<file path="src/source/uart_pkg.sv">
package uart_pkg;

    // register map, word addresses on the two-bit port address
    localparam logic [1:0] addr_din  = 2'd0; // data byte to send
    localparam logic [1:0] addr_con  = 2'd1; // control word
    localparam logic [1:0] addr_baud = 2'd2; // baud divisor
    localparam logic [1:0] addr_rco  = 2'd3; // status word, read only

    // cycles per bit = divisor + 1
    localparam int baud_w = 24;

    // control word fields
    localparam int con_en        = 0; // falling edge pushes din
    localparam int con_parity_lo = 1;
    localparam int con_parity_hi = 2;
    localparam int con_stop_sel  = 3; // 1 -> two stop bits

    // parity codes, 00 and 11 both mean no parity bit
    localparam logic [1:0] par_even = 2'b01;
    localparam logic [1:0] par_odd  = 2'b10;

    // status word fields
    localparam int rco_trmt     = 7; // buffer empty
    localparam int rco_txbf     = 6; // buffer full
    localparam int rco_count_lo = 1; // occupancy sits in bits 5:1
    localparam int rco_wrdone   = 0; // high in last stop bit

    // serial frame phases
    typedef enum logic [2:0] {
        s_idle,
        s_start,
        s_data,
        s_parity,
        s_stop
    } tx_state_t;

endpackage

</file>
<file path="src/source/uart_reg_decode.sv">
module uart_reg_decode
    import uart_pkg::*;
(
    input  logic              clk,
    input  logic              nrst,
    input  logic              wr,          // one-cycle write strobe
    input  logic [1:0]        addr,
    input  logic [31:0]       wdata,
    output logic [7:0]        din,         // last byte written to DIN
    output logic              con_en,
    output logic [1:0]        parity,
    output logic              stop_sel,
    output logic [baud_w-1:0] baudcontrol,
    output logic              push         // one cycle, on EN falling
);

    logic en_q; // EN one cycle late

    // write decode, one register per address
    // the port con_en hides the package bit position of the same name,
    // so that one is reached by its full path
    always_ff @(posedge clk) begin
        if (!nrst) begin
            din         <= '0;
            con_en      <= 1'b0;
            parity      <= 2'b00;     // no parity
            stop_sel    <= 1'b0;      // one stop bit
            baudcontrol <= '0;
        end else if (wr) begin
            case (addr)
                addr_din: begin
                    din <= wdata[7:0];
                end
                addr_con: begin
                    con_en   <= wdata[uart_pkg::con_en];
                    parity   <= wdata[con_parity_hi:con_parity_lo];
                    stop_sel <= wdata[con_stop_sel];
                end
                addr_baud: begin
                    baudcontrol <= wdata[baud_w-1:0];
                end
                default: begin
                    // status word is read only, writes ignored
                end
            endcase
        end
    end

    // keep last cycle's EN so the falling edge can be seen
    always_ff @(posedge clk) begin
        if (!nrst) begin
            en_q <= 1'b0;
        end else begin
            en_q <= con_en;
        end
    end

    // software raises EN and then clears it
    // the byte goes in once however long EN was held
    // high only in the first cycle after the clearing write
    assign push = en_q & ~con_en;

endmodule

</file>
<file path="src/source/tx_buffer.sv">
module tx_buffer #(
    parameter int buf_depth = 16
) (
    input  logic                               clk,
    input  logic                               nrst,
    input  logic                               push,  // dropped when full
    input  logic                               pop,   // ignored when empty
    input  logic [7:0]                         din,
    output logic [7:0]                         dout,  // head entry, always visible
    output logic [$clog2(buf_depth+1)-1:0]     count,
    output logic                               empty,
    output logic                               full
);

    localparam int aw = (buf_depth > 1) ? $clog2(buf_depth) : 1;
    localparam int cw = $clog2(buf_depth+1);

    logic [7:0]    mem [buf_depth];
    logic [aw-1:0] wr_ptr;
    logic [aw-1:0] rd_ptr;
    logic          do_push;
    logic          do_pop;

    assign do_push = push & ~full;
    assign do_pop  = pop & ~empty;

    // storage, no reset needed since count guards the reads
    always_ff @(posedge clk) begin
        if (do_push) begin
            mem[wr_ptr] <= din;
        end
    end

    // pointers wrap at buf_depth, which need not be a power of two
    always_ff @(posedge clk) begin
        if (!nrst) begin
            wr_ptr <= '0;
            rd_ptr <= '0;
            count  <= '0;
        end else begin
            if (do_push) begin
                wr_ptr <= (wr_ptr == aw'(buf_depth-1)) ? '0 : wr_ptr + 1'b1;
            end
            if (do_pop) begin
                rd_ptr <= (rd_ptr == aw'(buf_depth-1)) ? '0 : rd_ptr + 1'b1;
            end
            if (do_push && !do_pop) begin
                count <= count + 1'b1;
            end else if (do_pop && !do_push) begin
                count <= count - 1'b1;
            end
            // push and pop together leave count alone
        end
    end

    assign dout  = mem[rd_ptr];
    assign empty = (count == '0);
    assign full  = (count == cw'(buf_depth));

endmodule

</file>
<file path="src/source/uart_encoder.sv">
module uart_encoder
    import uart_pkg::*;
(
    input  logic              clk,
    input  logic              nrst,
    input  logic [7:0]        dout,        // head of the buffer
    input  logic              empty,
    input  logic [1:0]        parity,
    input  logic              stop_sel,
    input  logic [baud_w-1:0] baudcontrol,
    output logic              pop,         // one cycle per loaded byte
    output logic              tx,          // serial line, idles high
    output logic              wrdone       // high in the final stop bit
);

    tx_state_t         state;
    logic [baud_w-1:0] clk_count;  // cycles spent in the current bit
    logic [baud_w-1:0] baud_q;     // divisor for this frame
    logic [2:0]        bit_idx;    // data bit being sent
    logic [7:0]        shreg;      // data, lsb goes out first
    logic              par_bit;
    logic              par_on;     // frame carries a parity bit
    logic              two_stop;   // frame ends with two stop bits
    logic              stop_done;  // first stop bit already sent
    logic              bit_end;    // last cycle of the current bit
    logic              last_stop;  // stop bit now sending is the final one
    logic              load;

    assign bit_end   = (clk_count == baud_q);
    assign last_stop = ~two_stop | stop_done;

    // take the head byte from idle, or straight after the last stop bit
    assign load = ~empty & ((state == s_idle) |
                            ((state == s_stop) & bit_end & last_stop));
    assign pop  = load;

    // frame fsm, settings are captured at load so mid-frame writes wait
    always_ff @(posedge clk) begin
        if (!nrst) begin
            state     <= s_idle;
            clk_count <= '0;
            baud_q    <= '0;
            bit_idx   <= '0;
            par_on    <= 1'b0;
            two_stop  <= 1'b0;
            stop_done <= 1'b0;
        end else if (load) begin
            state     <= s_start;             // start bit from next cycle
            clk_count <= '0;
            baud_q    <= baudcontrol;
            bit_idx   <= '0;
            par_on    <= (parity == par_even) | (parity == par_odd);
            two_stop  <= stop_sel;
            stop_done <= 1'b0;
        end else if (state != s_idle) begin
            if (!bit_end) begin
                clk_count <= clk_count + 1'b1;
            end else begin
                clk_count <= '0;
                case (state)
                    s_start: state <= s_data;
                    s_data: begin
                        bit_idx <= bit_idx + 1'b1;    // wraps to 0 after bit 7
                        if (bit_idx == 3'd7) begin
                            state <= par_on ? s_parity : s_stop;
                        end
                    end
                    s_parity: state <= s_stop;
                    s_stop: begin
                        stop_done <= 1'b1;
                        if (last_stop) begin
                            state <= s_idle;      // buffer ran dry
                        end
                    end
                    default: state <= s_idle;
                endcase
            end
        end
    end

    // payload side, shift register and parity bit
    always_ff @(posedge clk) begin
        if (load) begin
            shreg   <= dout;
            // even parity makes the ones count even, odd inverts it
            par_bit <= (parity == par_odd) ? ~(^dout) : ^dout;
        end else if (state == s_data && bit_end) begin
            shreg <= {1'b0, shreg[7:1]};
        end
    end

    // line level per phase
    always_comb begin
        tx     = 1'b1;
        wrdone = 1'b0;
        case (state)
            s_start:  tx = 1'b0;
            s_data:   tx = shreg[0];
            s_parity: tx = par_bit;
            s_stop: begin
                tx     = 1'b1;
                wrdone = last_stop;   // only the final stop bit
            end
            default:  tx = 1'b1;      // idle, line held high
        endcase
    end

endmodule

</file>
<file path="src/source/uart_readback.sv">
module uart_readback
    import uart_pkg::*;
#(
    parameter int buf_depth = 16
) (
    input  logic                           clk,
    input  logic                           nrst,
    input  logic                           rd,          // one-cycle read strobe
    input  logic [1:0]                     addr,
    input  logic [7:0]                     din,
    input  logic                           con_en,
    input  logic [1:0]                     parity,
    input  logic                           stop_sel,
    input  logic [baud_w-1:0]              baudcontrol,
    input  logic [$clog2(buf_depth+1)-1:0] count,
    input  logic                           empty,
    input  logic                           full,
    input  logic                           wrdone,
    output logic [31:0]                    rdata        // valid the cycle after rd
);

    localparam int cw = $clog2(buf_depth+1);

    logic [31:0] con_word;
    logic [31:0] rco_word;

    // control word rebuilt in its write layout
    // port con_en hides the package bit index, hence the full path
    always_comb begin
        con_word = '0;
        con_word[uart_pkg::con_en]            = con_en;
        con_word[con_parity_hi:con_parity_lo] = parity;
        con_word[con_stop_sel]                = stop_sel;
    end

    // status word
    always_comb begin
        rco_word = '0;
        rco_word[rco_trmt]             = empty;
        rco_word[rco_txbf]             = full;
        rco_word[rco_count_lo +: cw]   = count;   // 5 bits at depth 16
        rco_word[rco_wrdone]           = wrdone;
    end

    // registered mux, held between reads
    always_ff @(posedge clk) begin
        if (!nrst) begin
            rdata <= '0;
        end else if (rd) begin
            case (addr)
                addr_din:  rdata <= {24'd0, din};
                addr_con:  rdata <= con_word;
                addr_baud: rdata <= {{(32-baud_w){1'b0}}, baudcontrol};
                addr_rco:  rdata <= rco_word;
                default:   rdata <= '0;
            endcase
        end
    end

endmodule

</file>
<file path="src/source/uart_tx_periph.sv">
module uart_tx_periph
    import uart_pkg::*;
#(
    parameter int buf_depth = 16
) (
    input  logic        clk,
    input  logic        nrst,
    input  logic        wr,
    input  logic        rd,
    input  logic [1:0]  addr,
    input  logic [31:0] wdata,
    output logic [31:0] rdata,
    output logic        tx
);

    localparam int cw = $clog2(buf_depth+1);

    logic [7:0]        din;
    logic              con_en;
    logic [1:0]        parity;
    logic              stop_sel;
    logic [baud_w-1:0] baudcontrol;
    logic              push;
    logic              pop;
    logic [7:0]        dout;
    logic [cw-1:0]     count;
    logic              empty;
    logic              full;
    logic              wrdone;

    // decode, register writes and the push pulse
    uart_reg_decode u_decode (
        .clk(clk), .nrst(nrst), .wr(wr), .addr(addr), .wdata(wdata),
        .din(din), .con_en(con_en), .parity(parity), .stop_sel(stop_sel),
        .baudcontrol(baudcontrol), .push(push)
    );

    // execute, byte buffer feeding the frame encoder
    tx_buffer #(.buf_depth(buf_depth)) u_buffer (
        .clk(clk), .nrst(nrst), .push(push), .pop(pop), .din(din),
        .dout(dout), .count(count), .empty(empty), .full(full)
    );

    uart_encoder u_encoder (
        .clk(clk), .nrst(nrst), .dout(dout), .empty(empty), .parity(parity),
        .stop_sel(stop_sel), .baudcontrol(baudcontrol),
        .pop(pop), .tx(tx), .wrdone(wrdone)
    );

    // result, read-back mux
    uart_readback #(.buf_depth(buf_depth)) u_readback (
        .clk(clk), .nrst(nrst), .rd(rd), .addr(addr), .din(din),
        .con_en(con_en), .parity(parity), .stop_sel(stop_sel),
        .baudcontrol(baudcontrol), .count(count), .empty(empty), .full(full),
        .wrdone(wrdone), .rdata(rdata)
    );

endmodule

</file>
<file path="config.mk">
export PLATFORM = sky130hd
export DESIGN_NAME = uart_tx_periph
export DESIGN_NICKNAME = d
export VERILOG_FILES = /design/src/source/uart_pkg.sv /design/src/source/uart_reg_decode.sv /design/src/source/tx_buffer.sv /design/src/source/uart_encoder.sv /design/src/source/uart_readback.sv /design/src/source/uart_tx_periph.sv
export SDC_FILE = /design/constraint.sdc
export NUM_CORES = 1
export LEC_CHECK = 0
export BUFFER_PORTS_ARGS = -buffer_cell sky130_fd_sc_hd__buf_2
export CORE_MARGIN = 2
export CORE_UTILIZATION = 25
export CTS_CLUSTER_DIAMETER = 150
export CTS_CLUSTER_SIZE = 20
export DETAILED_ROUTE_END_ITERATION = 12
export GPL_TIMING_DRIVEN = 0
export PLACE_DENSITY_LB_ADDON = 0.15
export SLEW_MARGIN = 40
export SYNTH_ARGS = -nofsm -noshare
export SYNTH_HDL_FRONTEND = slang
export SYNTH_SLANG_ARGS = --single-unit
export TNS_END_PERCENT = 1
</file>
<file path="constraint.sdc">
create_clock -name clk -period 6.7 [get_ports clk]
set_input_delay 0.67 -clock clk [delete_from_list [all_inputs] [get_ports clk]]
set_output_delay 0.67 -clock clk [all_outputs]
set_load 0.1 [all_outputs]
</file>
After elaboration in Yosys (flattened, before gate mapping)

Memory sizes are Yosys's and may differ from the RTL's. A register that Yosys moved wholly into a read port is not among the register bits.
Index checks and enable logic that the tools add are counted.

Memories: 1
Input port bits: 38
Word-level logic and storage cells: 104
Bits in writable memories: 128
Register bits after elaboration: 148
Output and inout bits: 33

Bitwise operators: 15
Equal/unequal tests: 18
Multiplexer cells: 22
Add/subtract/negate cells: 6
Reduce and logical (&&, ||, !) cells: 22

Memory list:

| name         | words | bits a word | rd ports | clocked after Yosys merged registers in | write ports | RTL line        | source |
|---|---|---|---|---|---|---|---|
| u_buffer.mem | 16    | 8           | 1        | 1                                       | 1           | tx_buffer.sv:18 | `logic [7:0] mem [buf_depth];` |

Operators with widths:

| kind                  | count |
|---|---|
| $pmux 32 s4           | 1 |
| $add 24x1->24 const B | 1 |
| $eq 24x24->1          | 1 |
| $mux 24               | 1 |
| $mux 4                | 4 |
| $mux 8                | 2 |
| $pmux 3 s4            | 1 |
| $mux 5                | 2 |
| $mux 3                | 3 |
| $add 4x1->4 const B   | 2 |
| $eq 4x4->1 const B    | 2 |
| $reduce_and 4->1      | 2 |
| $reduce_bool 2->1     | 4 |
| $reduce_xor 8->1      | 1 |
| $mux 1                | 7 |
| $and 1x1->1           | 6 |
| $eq 2x2->1 const B    | 3 |
| $eq 3x2->1 const B    | 2 |
| $eq 3x3->1 const B    | 2 |
| $ne 3x2->1 const B    | 2 |
| $not 1->1             | 6 |
| $reduce_and 2->1      | 3 |
| $reduce_and 3->1      | 2 |
| $add 5x1->5 const B   | 1 |
| 15 further kinds      | 22 |

Logic depth before layout (Yosys ltp)

Gate-level depths: netlist of the first run.

Depth after elaboration: 9
Depth in mapped cells: 14
Mapped depth without buffers: 14

Modules after synthesis

Synthesis of the first run repeated with hierarchy kept, for this count alone.

Cell total of the unflattened synthesis: 953
Area, all modules: 11863.9 sq um

By module, submodules not included:

| module          | instances | area each (sq um) | seq. area each (sq um) | cells an instance |
|---|---|---|---|---|
| tx_buffer       | 1         | 5821.8            | 4184.0                 | 315 |
| uart_encoder    | 1         | 3434.5            | 1411.4                 | 370 |
| uart_reg_decode | 1         | 1428.9            | 740.7                  | 149 |
| uart_readback   | 1         | 1178.6            | 480.5                  | 119 |

Least setup slack after synthesis of the first run

No wires, ideal clock.

Kind: register -> register
From: register u_encoder.clk_count[17]
To: register u_buffer.count[4]
Setup time: 128 ps
Arrival: 3011 ps
Path slack: 3561 ps
Buffers on the path: 0
Clock period less this slack: 3139 ps
Stages on the path, launching flop included: 15
Data required time: 6572 ps
Cells stage by stage: dfxtp_1 > xor2_1 > nor4_1 > nand4_1 > o31ai_2 > nand2_1 > ha_1 > inv_1 > ha_1 > nor2b_1 > o21a_1 > or3_1 > a21oi_1 > xnor2_1 > nor2_1

Word-level cells in the longest chain between the ends: 9
Elaborated cells on any way between the ends: 11
Those cells by class: eq/ne (1); mux (1); bitwise (5); reduce/logical (4)

RTL lines:

| element                                     | RTL line           | source |
|---|---|---|
| start: declaration                          | uart_encoder.sv:17 | `logic [baud_w-1:0] clk_count;` |
| start signal: assignment                    | uart_encoder.sv:57 | `clk_count <= clk_count + 1'b1;` |
| $eq 24x24->1 (*)                            | uart_encoder.sv:29 | `assign bit_end = (clk_count == baud_q);` |
| $and 1x1->1 (*) (2 in a row)                | uart_encoder.sv:34 | `((state == s_stop) & bit_end & last_stop));` |
| $or 1x1->1 (*)                              | uart_encoder.sv:33 | `assign load = ~empty & ((state == s_idle) \|` |
| $and 1x1->1 (*)                             | uart_encoder.sv:33 |  |
| $and 1x1->1 (*)                             | tx_buffer.sv:25    | `assign do_pop = pop & ~empty;` |
| $logic_not 1->1                             | tx_buffer.sv:47    | `if (do_push && !do_pop) begin` |
| $logic_and 1x1->1                           | tx_buffer.sv:47    |  |
| $mux 5 or $reduce_bool 2->1 (tied branches) | n/a                |  |
| end signal: assignment                      | tx_buffer.sv:48    | `count <= count + 1'b1;` |
| end signal: assignment                      | tx_buffer.sv:50    | `count <= count - 1'b1;` |
| end: declaration                            | tx_buffer.sv:10    | `output logic [$clog2(buf_depth+1)-1:0] count,` |

Mark *: on every way between the ends. The rest lies on a longest branch, timed or not.
A chain may end at the register's enable or synchronous reset.

Final worst setup path of the first run

Ends and elaborated chain as after synthesis.

==> summary.md, run 1 <==
| Metric | Value |
|---|---|
| Clock tree buffer depth | `3` |
| Async S/R FF share, synth | `0` |
| Post-DP HPWL | `between 20 and 25 mm` |
| IR drop worst, VDD | `0.187 mV` |
| Reg-to-reg startpoint | `u_encoder.clk_count[17]` |
| H-tree depth | `1` |
| Max-cap violation count | `0` |
| Critical path arrival | `~4.1 ns` |
| Final wirelength | `approximately 29 mm` |
| Min-delay src | `wdata[11]` |
| Clock-pin slew on the worst setup and hold paths | `~0.09 ns` |
| Vias | `just over 7000` |
| # clock sinks | `272` |
| Total power | `approximately 4.2 mW` |
| Required time of the worst setup path | `7.09 ns` |
| #FFs+latches synth | `between 200 and 300` |
| Hold_buf cts | `0` |
| DRT iter0 DRCs | `a little under 500` |
| YS warnings | `0` |
| Worst setup path start | `u_encoder.clk_count[17]` |
| Final hold viol count | `0` |
| Initial antenna violation count | `0` |
| Total Routing Usage GR | `0.125` |
| Final nets | `~1100` |
| Fillers | `between 4000 and 5000` |
| First-pass GRT wire length | `around 45 mm` |
| FF-to-FF path depth | `14` |
| Root buffer cell | `clkbuf_16` |
| Total core area | `approximately 45000 sq um` |
| Cell Count, Final, Fillers Out | `between 1500 and 2000` |
| Register area share after synthesis | `0.601` |
| Crit end category | `register` |
| Synth Area per Inst | `about 12 sq um` |
| Hold Crit Depth | `3` |
| Post-CTS sizing | `0` |
| Ports | `71` |
| Largest net degree at the start of global routing | `22` |
| Type of the worst setup path | `reg -> reg` |
| Tightest Hold Check Type | `in -> reg` |
| Relative slew margins | `0.465` |
| Detailed Routing Iterations Pass 1 | `4` |
| Via density | `4.42` |
| Pins Over Slew Limit | `0` |
| Congestion Overflow GR | `0` |
| WL/cell | `around 18 microns` |
| EDFF count, synth | `around 140` |
| Count of cell types in the netlist | `between 50 and 60` |
| Layout cells sized above 1 | `0.149` |
| Die Area | `between 40000 and 50000 sq um` |
| Power per cell area | `roughly 330 nW/um^2` |
| Reg power frac | `0.455` |
| Vias in the first global route | `~7300` |
| CTS tree | `yes` |
| Antenna violation net count after detailed routing | `0` |
| Final period util | `0.558` |
| Minimum clock period | `between 3 and 4 ns` |
| Initial Utilization | `0.251` |
| Postcts setup bufs | `0` |
| Area growth syn-to-layout | `14.0%` |
| Power share of the clock group | `0.247` |
| Status | `completed` |
| Setup Skew | `roughly 0.017 ns` |
| Pint | `2.83 mW` |
| RSZ-0062 raised after global routing | `false` |
| Post-layout util | `0.287` |
| Synth Flop Type | `edfxtp_1` |
| Die width | `around 220 microns` |
| Sw Share | `0.330` |
| Fmax | `between 200 and 300 MHz` |
| Startpoint Class | `register` |
| Syn Inst Count | `942` |
| Placed Instances | `1603` |
| Setup_tns | `0 ns` |
| Final setup fails | `0` |
| Rows | `between 70 and 80` |
| Clock latency on the worst-skew pair | `roughly 0.52 ns` |
| Die H | `217 microns` |
| Cts bufs inserted | `17` |
| P_sw | `1.40 mW` |
| Final GP Congestion | `0.745` |
| Port Buffers | `52` |
| Pleak | `4.52 nW` |
| Comb power frac | `0.298` |
| DRC viols | `0` |
| Max Fanout on Critical Path | `6` |
| Syn Std Cell Area | `11300 sq um` |
| Tightest Pin Transition | `around 0.8 ns` |
-- sequential cells by signal, summed over array words and instances (netlist names), named ones only --
register and count:
u_encoder.stop_done 1, u_buffer.mem 128, u_encoder.state 3, u_decode.stop_sel 1, u_encoder.bit_idx 3, u_encoder.shreg 8, u_encoder.clk_count 24, u_encoder.par_on 1
u_buffer.count 5, u_buffer.rd_ptr 4, u_encoder.baud_q 24, u_decode.con_en 1, u_encoder.par_bit 1, u_decode.baudcontrol 24, u_readback.rdata 24, u_decode.en_q 1
u_buffer.wr_ptr 4, u_encoder.two_stop 1, u_decode.parity 2, u_decode.din 8
-- power by group through the flow --
| stage | sequential, mW | combinational, mW | clock [mW] |
|---|---|---|---|
| 5_1_grt | 1.94 | 1.40 | 1.14 |
| 4_1_cts | 1.93 | 1.29 | 1.09 |
| 6_report | 1.92 | 1.26 | 1.04 |
| 3_3_place_gp | 1.96 | 1.29 | 0 |
| 3_5_place_dp | 1.96 | 1.29 | 0 |
| 2_1_floorplan | 1.96 | 0.928 | 0 |
-- path summary, 6_finish.rpt --
kind | end | slack, ns
setup / recovery | u_buffer.count[4] | 2.96
hold / removal | u_decode.baudcontrol[11] | 0.40
hold reg to reg | u_decode.baudcontrol[14] | 0.49
setup reg to reg | u_buffer.count[4] | 2.96
-- worst max-delay path, cell delays in order, from the launching register on --
cell	delay (ns)
dfxtp_1	0.37
xor2_1	0.18
nor4_1	0.36
nand4_1	0.34
o31ai_2	0.45
nand2_1	0.21
ha_1	0.30
inv_1	0.12
ha_1	0.26
nor2b_1	0.17
o21a_1	0.18
or3_1	0.30
a21oi_1	0.18
xnor2_1	0.14
nor2_1	0.05
-- placed cells by master, fill, tap and decap left out, types with 8 or more instances in the layout --
| master | synthesis | routed |
|---|---|---|
| conb_1 | 1 | 8 |
| nand3_1 | 44 | 44 |
| ha_1 | 13 | 13 |
| buf_4 | 10 | 12 |
| nor2_2 | 0 | 12 |
| dfxtp_1 | 135 | 134 |
| mux2i_1 | 31 | 31 |
| xnor2_1 | 11 | 11 |
| nand2_1 | 81 | 81 |
| edfxtp_1 | 137 | 137 |
| a21oi_1 | 83 | 83 |
| clkbuf_1 | 43 | 50 |
| nor2b_1 | 24 | 24 |
| mux2_2 | 8 | 8 |
| o21ai_0 | 35 | 35 |
| xor2_1 | 46 | 46 |
| clkbuf_16 | 0 | 17 |
| inv_1 | 12 | 12 |
| mux4_2 | 31 | 31 |
| and3_1 | 8 | 8 |
| nor2_1 | 96 | 84 |
| nor4_1 | 8 | 8 |
| buf_2 | 8 | 60 |
-- through the flow --
stage	setup slack, ns	instance area, sq um	hold slack (ns)
2_1_floorplan	3.56	11400	0.446
3_5_place_dp	2.94	12400	0.481
4_1_cts	2.90	12900	0.368
3_3_place_gp	2.98	12400	0.476
5_1_grt	2.60	12900	0.400
6_report	2.96	12900	0.395
-- cell usage after synthesis, types with 5 or more instances --
cell,instances,area (sq um)
inv_1,12,45.0
edfxtp_1,137,4110
clkbuf_1,43,161
buf_2,8,40.0
dfxtp_1,135,2700
o21ai_0,35,175
mux2i_1,31,310
nor4_1,8,50.1
nor3_1,8,40.0
xnor2_1,11,96.3
xor2_1,46,403
buf_4,10,75.1
a21oi_1,83,415
ha_1,13,163
mux2_2,8,90.1
mux4_1,6,158
nand4_1,5,31.3
nor2_1,96,360
and3_1,8,50.1
nor2b_1,24,150
nand3_1,44,220
mux4_2,31,698
nand2_1,81,304
-- cell type report --
| cell class | instances | area, sq um | area share |
|---|---|---|---|
| well taps | 600 | 751 | 0.0581 |
| diodes | 1 | 2.50 | 0.000194 |
| clock inverters | 2 | 17.5 | 0.00136 |
| repair buffers | 54 | 275 | 0.0213 |
| flip-flops and latches | 272 | 6820 | 0.528 |
| clock buffers | 24 | 452 | 0.0350 |
| inverters | 13 | 48.8 | 0.00378 |
| plain buffers | 67 | 323 | 0.0250 |
| multi-input cells | 597 | 4240 | 0.328 |
-- logic make-up (layout without fill, tap and decap cells) --
| group | Yosys count | in the layout | share of synthesized area |
|---|---|---|---|
| fa+ha+maj | 14 | 14 | 0.0161 |
| xor+xnor | 59 | 59 | 0.0475 |
| compound gates | 143 | 143 | 0.0694 |
| buf+inv | 80 | 160 | 0.0328 |
| other cells | 1 | 9 | 0.000331 |
| flops | 272 | 272 | 0.601 |
| mux | 76 | 76 | 0.111 |
| simple gates | 297 | 297 | 0.122 |
-- routing by layer --
| metal | GRT usage | wire length, microns | up-vias |
|---|---|---|---|
| li1 | - | - | 3525 |
| met1 | 0.185 | 14700 | 3520 |
| met2 | 0.192 | 12800 | 138 |
| met3 | 0.0176 | 1060 | 27 |
| met4 | 0.0315 | 520 | 0 |
| met5 | 0 | 0 | - |
Note: power is estimated with default switching activity, not from simulation.
==> inputs of run 2 (changes only) <==
==> constraint.sdc (replaced) <==
create_clock -name clk -period 3.6 [get_ports clk]
set_input_delay 0.36 -clock clk [delete_from_list [all_inputs] [get_ports clk]]
set_output_delay 0.36 -clock clk [all_outputs]
set_load 0.1 [all_outputs]
==> summary.md, run 2 (synthesis gave the netlist of run 1 again) <==
| Metric | Value |
|---|---|
| Status | `completed` |
| Vias | `7219` |
| Relative slew margins | `0.462` |
| FF-to-FF path depth | `14` |
| CTS tree | `yes` |
| Congestion Overflow GR | `0` |
| Pins Over Slew Limit | `0` |
| Tightest Pin Transition | `0.807 ns` |
| P_sw | `2.62 mW` |
| Power per cell area | `~610 nW/um^2` |
| IR drop worst, VDD | `0.346 mV` |
| Power share of the clock group | `0.245` |
| Tightest Hold Check Type | `in -> reg` |
| Cts bufs inserted | `17` |
| DRT iter0 DRCs | `~500` |
| Reg-to-reg startpoint | `u_encoder.clk_count[18]` |
| CP max stage cell | `dfxtp_1` |
| Vias in the first global route | `just over 7000` |
| Layout cells sized above 1 | `0.161` |
| Pleak | `approximately 4.5 nW` |
| Initial antenna violation count | `0` |
| Top reg by flops | `u_buffer.mem` |
| Final wirelength | `~29 mm` |
| Startpoint Class | `register` |
| Max-cap violation count | `0` |
| Max reg flops | `roughly 130` |
| Commonest non-fill, non-tap cell in the layout | `edfxtp_1` |
| # clock sinks | `272` |
| Final WS setup | `~0.25 ns` |
| Final period util | `0.931` |
| R2R Path End | `u_buffer.count[4]` |
| Hold Crit Depth | `3` |
| Final setup fails | `0` |
| Reg power frac | `0.452` |
| H-tree depth | `1` |
| Setup Skew | `between 0.015 and 0.02 ns` |
| Ports | `71` |
| Pre-CTS setup slack | `-0.165 ns` |
| Sw Share | `0.330` |
| Antenna violation net count after detailed routing | `0` |
| Die Area | `approximately 47000 sq um` |
| Largest net degree at the start of global routing | `22` |
| Crit end category | `register` |
| Area growth syn-to-layout | `14.5%` |
| Die width | `approximately 220 microns` |
| Clock-pin slew on the worst setup and hold paths | `~0.09 ns` |
| Critical path arrival | `about 3.7 ns` |
| Initial Utilization | `0.251` |
| Min-delay src | `wdata[11]` |
| First-pass GRT wire length | `about 45 mm` |
| Final GP Congestion | `0.745` |
| Fmax | `298 MHz` |
| Die H | `roughly 220 microns` |
| WL/cell | `17.9 microns` |
| Port Buffers | `52` |
| Via density | `4.42` |
| Total Routing Usage GR | `0.125` |
| Minimum clock period | `approximately 3.4 ns` |
| Root buffer cell | `clkbuf_16` |
| Required time of the worst setup path | `around 4.0 ns` |
| Post-layout util | `0.288` |
| Detailed Routing Iterations Pass 1 | `4` |
| Total core area | `45100 sq um` |
| Final hold viol count | `0` |
| Pint | `roughly 5.3 mW` |
| Max Fanout on Critical Path | `6` |
| Worst path cell trace | `xor2_1 -> nor4_1 -> nand2_2 -> o31ai_4 -> nand2_2 -> ha_1 -> inv_1 -> ha_1 -> nor2b_1 -> o21a_1 -> or3_1 -> a21oi_1 -> xnor2_1 -> nor2_1` |
| Hold_buf cts | `0` |
| Comb power frac | `0.303` |
| Post-DP HPWL | `roughly 21 mm` |
| CP peak stage delay | `0.36 ns` |
| Delay-heaviest family, CP | `simple AND/OR/NAND/NOR gates` |
| Hold endpoint | `u_decode.baudcontrol[11]` |
| Clock latency on the worst-skew pair | `roughly 0.52 ns` |
| Final nets | `about 1100` |
| Clock tree buffer depth | `3` |
| R2R setup slack | `0.25 ns` |
| Worst Path Buf+Inv | `1` |
| DRC viols | `0` |
| Rows | `78` |
| Commonest cells after routing, fill and taps aside | `137 x edfxtp_1, 130 x dfxtp_1, 84 x nor2_1` |
| Type of the worst setup path | `reg -> reg` |
## run 2: changes by cell type in the layout (fill, tap and decap cells not counted), moves of 2 or more
| cell | delta |
|---|---|
| nor4_1 | -3 |
| dfxtp_2 | +4 |
| dfxtp_1 | -4 |
| nand2_1 | -2 |
| nand2_2 | +2 |
| buf_4 | +3 |
| nor4_2 | +3 |
## run 2: metal layers
metal	part of all wire	vias up	wire, microns	track usage
met4	0.018	0	519	0.0315
li1	-	3530	-	-
met1	0.51	3548	14800	0.185
met2	0.44	114	12900	0.192
met3	0.034	27	981	0.0176
met5	0	-	0	0
## run 2: per-stage QoR
stage	instance area [sq um]	total power [mW]	setup TNS, ns	cells	hold slack, ns
2_1_floorplan	11400	5.37	0	949	0.446
3_3_place_gp	12400	6.06	-0.123	1601	0.476
3_5_place_dp	12400	6.05	-0.165	1603	0.481
4_1_cts	12900	8.05	0	1630	0.0583
5_1_grt	13000	8.40	-0.00281	1631	0.0900
6_report	13000	7.93	0	1632	0.0899
## run 2: power by group through the flow
stage / clock network [mW] / logic (mW) / registers, mW
final: 1.94 / 2.40 / 3.58
after global routing: 2.12 / 2.67 / 3.61
after CTS: 2.03 / 2.43 / 3.58
after detailed placement: 0 / 2.40 / 3.65
after global placement: 0 / 2.40 / 3.65
after floorplan: 0 / 1.73 / 3.64
## run 2: worst register-to-register path, stage by stage (launching register included)
cell	delay, ns
dfxtp_1	0.36
xor2_1	0.17
nor4_1	0.34
nand2_2	0.21
o31ai_4	0.35
nand2_2	0.14
ha_1	0.27
inv_1	0.12
ha_1	0.26
nor2b_1	0.17
o21a_1	0.18
or3_1	0.30
a21oi_1	0.18
xnor2_1	0.14
nor2_1	0.05
## run 2: final cells by class
type	instances	area, sq um
repair buffers	57	298
diodes	1	2.50
multi-input cells	597	4270
inverters	13	48.8
clock inverters	2	17.5
clock buffers	24	452
flip-flops and latches	272	6820
plain buffers	66	319
fillers	4717	32100
well taps	600	751
## run 2: worst max-delay path by stage
stage,startpoint,to,slack (ns),cells past startpoint
2_1_floorplan,u_encoder.clk_count[17],u_buffer.count[4],0.46,14
4_1_cts,u_encoder.clk_count[17],u_buffer.count[4],0.01,14
3_5_place_dp,u_encoder.clk_count[17],u_buffer.count[4],-0.16,14
6_report,u_encoder.clk_count[18],u_buffer.count[4],0.25,14
5_1_grt,u_encoder.clk_count[18],u_buffer.count[4],-0.003,14
3_3_place_gp,u_encoder.clk_count[17],u_buffer.count[4],-0.12,14
## run 2: what timing repair did
item	4_1_cts	5_1_grt
setup buffers	1	2
setup endpoints to repair	1	2
cloned	0	0
pin swaps	1	2
resized for setup	1	11
==> inputs of run 3 (changes only) <==
--- a/config.mk
+++ b/config.mk
@@ -5,6 +5,7 @@
 export SDC_FILE = /design/constraint.sdc
 export NUM_CORES = 1
 export LEC_CHECK = 0
+export ABC_AREA = 1
 export BUFFER_PORTS_ARGS = -buffer_cell sky130_fd_sc_hd__buf_2
 export CORE_MARGIN = 2
 export CORE_UTILIZATION = 25
==> summary.md, run 3 <==
| Metric | Value |
|---|---|
| Hold_buf cts | `0` |
| Synth area leaders | `edfxtp_1 34%, dfxtp_1 22%, nand2_1 11%` |
| Clock latency on the worst-skew pair | `about 0.53 ns` |
| Power per cell area | `about 640 nW/um^2` |
| Syn Std Cell Area | `between 10000 and 15000 sq um` |
| Max-cap violation count | `0` |
| Crit end category | `register` |
| Clock tree buffer depth | `3` |
| Hold Crit Depth | `3` |
| Commonest non-fill, non-tap cell in the layout | `nand2_1` |
| Die Area | `about 50000 sq um` |
| Worst path cell trace | `or2_0 -> a21oi_1 -> nand4_1 -> nor2_2 -> nand4_1 -> nand2_2 -> nand2_4 -> buf_6 -> buf_6 -> ha_1 -> inv_1 -> ha_1 -> nand2_1 -> nor2_1 -> a211oi_2 -> nand2_1 -> nand2_1 -> nor2_1 -> o21ai_0 -> a21oi_1` |
| Most frequent cell after synthesis | `nand2_1` |
| Setup_tns | `0 ns` |
| Total core area | `roughly 48000 sq um` |
| Max reg flops | `approximately 130` |
| Delay-heaviest family, CP | `simple AND/OR/NAND/NOR gates` |
| Initial Utilization | `0.253` |
| RSZ-0062 raised after global routing | `false` |
| Antenna violation net count after detailed routing | `0` |
| Total power | `8.74 mW` |
| Vias | `between 9000 and 10000` |
| Largest net degree at the start of global routing | `22` |
| Setup Skew | `around 0.019 ns` |
| R2R setup slack | `around 0.34 ns` |
| Syn Inst Count | `~1400` |
| Die H | `between 200 and 250 microns` |
| Final nets | `1520` |
| Post-layout util | `0.287` |
| Total Routing Usage GR | `0.148` |
| Pins Over Slew Limit | `0` |
| DRT iter0 DRCs | `447` |
| Final period util | `0.906` |
| Commonest cells after routing, fill and taps aside | `362 x nand2_1, 137 x edfxtp_1, 127 x dfxtp_1` |
| Root buffer cell | `clkbuf_16` |
| Final GP Congestion | `a little over 0.8` |
| CP max stage cell | `dfxtp_2` |
| Synth Area per Inst | `8.68 sq um` |
| Clock-pin slew on the worst setup and hold paths | `around 0.090 ns` |
| R2R Path End | `u_buffer.count[4]` |
| DRC viols | `0` |
| Cell Count, Final, Fillers Out | `about 2100` |
| Required time of the worst setup path | `about 4.0 ns` |
| WL/cell | `~17 microns` |
| Port Buffers | `51` |
| CTS tree | `yes` |
| Cts bufs inserted | `17` |
| Relative slew margins | `0.446` |
| Final WS setup | `0.337 ns` |
| Max Fanout on Critical Path | `10` |
| Final hold viol count | `0` |
| Placed inst area | `13100 sq um` |
| Fmax | `around 310 MHz` |
| Final setup fails | `0` |
| Pleak | `between 5 and 6 nW` |
| Post-route cell area | `13700 sq um` |
| Rows | `80` |
| Post-DP HPWL | `26.6 mm` |
| Minimum clock period | `between 3 and 4 ns` |
| Min-delay src | `wdata[23]` |
| Top reg by flops | `u_buffer.mem` |
| Status | `completed` |
| Count of cell types in the netlist | `44` |
| Detailed Routing Iterations Pass 1 | `5` |
| Tightest Pin Transition | `between 0.8 and 0.9 ns` |
| Vias in the first global route | `~9100` |
| Reg-to-reg startpoint | `u_encoder.clk_count[11]` |
| Type of the worst setup path | `reg -> reg` |
| Die width | `224 microns` |
| Congestion Overflow GR | `0` |
| Ports | `71` |
| Startpoint Class | `register` |
| Initial antenna violation count | `6` |
| IR drop worst, VDD | `0.299 mV` |
| Fin Hold WS | `around 0.11 ns` |
| EDFF count, synth | `about 140` |
| Area share of the largest cell type after synthesis | `0.341` |
| Via density | `about 4.4` |
| Synth Flop Type | `edfxtp_1` |
| Register area share after synthesis | `0.565` |
| Top cell type by total area after synthesis | `edfxtp_1` |
| Area growth syn-to-layout | `13.2%` |
| FF-to-FF path depth | `20` |
| Worst Path Buf+Inv | `3` |
| Post-synth top cells | `362 x nand2_1, 137 x edfxtp_1, 135 x dfxtp_1, 135 x nor2_1, 122 x nand3_1` |
| #FFs+latches synth | `272` |
| Tightest Hold Check Type | `in -> reg` |
| H-tree depth | `1` |
| # clock sinks | `approximately 270` |
| Critical path arrival | `about 3.7 ns` |
| CP peak stage delay | `around 0.36 ns` |
| Hold endpoint | `u_decode.baudcontrol[23]` |
| Pre-CTS setup slack | `-0.00366 ns` |
| Layout cells sized above 1 | `0.101` |
| Crit-path most repeated cell | `nand2_1` |
| Placed Instances | `between 2000 and 2500` |
| Final wirelength | `~37 mm` |
| YS warnings | `0` |
| WP depth | `20` |
| Fillers | `around 5100` |
| First-pass GRT wire length | `55.9 mm` |
| Async S/R FF share, synth | `0` |
[run 3: report_power, final]
group          internal [mW]  total [mW]  switching (mW)
Clock                  0.898        1.99            1.09
Sequential              3.58        3.81           0.236
Combinational          0.902        2.93            2.03
[run 3: layout make-up]
type | count | area, sq um | area share
Sequential cell | 272 | 6830 | 0.500
Multi-Input combinational cell | 925 | 4440 | 0.325
Tap cell | 615 | 769 | 0.0564
Inverter | 124 | 467 | 0.0342
Clock buffer | 26 | 459 | 0.0336
Buffer | 76 | 410 | 0.0301
Timing Repair Buffer | 52 | 263 | 0.0192
Clock inverter | 2 | 17.5 | 0.00128
Antenna cell | 1 | 2.50 | 0.000183
[run 3: worst max-delay path by stage]
stage	from	end	slack (ns)
2_1_floorplan	u_encoder.clk_count[5]	u_buffer.count[4]	0.79
3_3_place_gp	u_buffer.count[0]	u_buffer.count[4]	0.08
3_5_place_dp	u_buffer.count[0]	u_buffer.count[4]	-0.004
4_1_cts	u_encoder.clk_count[11]	u_buffer.count[4]	0.15
5_1_grt	u_encoder.clk_count[11]	u_buffer.count[4]	0.03
6_report	u_encoder.clk_count[11]	u_buffer.count[4]	0.34
[run 3: logic make-up after synthesis]
kind of cell,count (synthesis),share of synthesized area
xor gates and xnor gates,47,0.0347
and+or+nand+nor,679,0.236
adders and majority gates,14,0.0151
AOI/OAI and AO/OA,177,0.0759
other,1,0.000311
DFF,272,0.565
buffers and inverters,200,0.0727
[run 3: worst register-to-register path: stages, from the launching register on]
cell	delay, ns
dfxtp_2	0.36
or2_0	0.22
a21oi_1	0.18
nand4_1	0.20
nor2_2	0.16
nand4_1	0.12
nand2_2	0.15
nand2_4	0.07
buf_6	0.15
buf_6	0.15
ha_1	0.26
inv_1	0.12
ha_1	0.29
nand2_1	0.09
nor2_1	0.05
a211oi_2	0.21
nand2_1	0.08
nand2_1	0.06
nor2_1	0.04
o21ai_0	0.13
a21oi_1	0.05
[run 3: repair_timing]
item / 4_1_cts / 5_1_grt
gates resized for setup: 1 / 3
setup endpoints to repair: 1 / 2
gates cloned: 0 / 0
pin swaps: 0 / 2
setup buffers: 0 / 1
[run 3: metal layers]
layer,part of all wire,GRT usage,vias up
met5,0.0015,0,-
met3,0.049,0.0254,56
met1,0.48,0.201,4352
met4,0.025,0.0454,10
li1,-,-,4696
met2,0.45,0.239,190
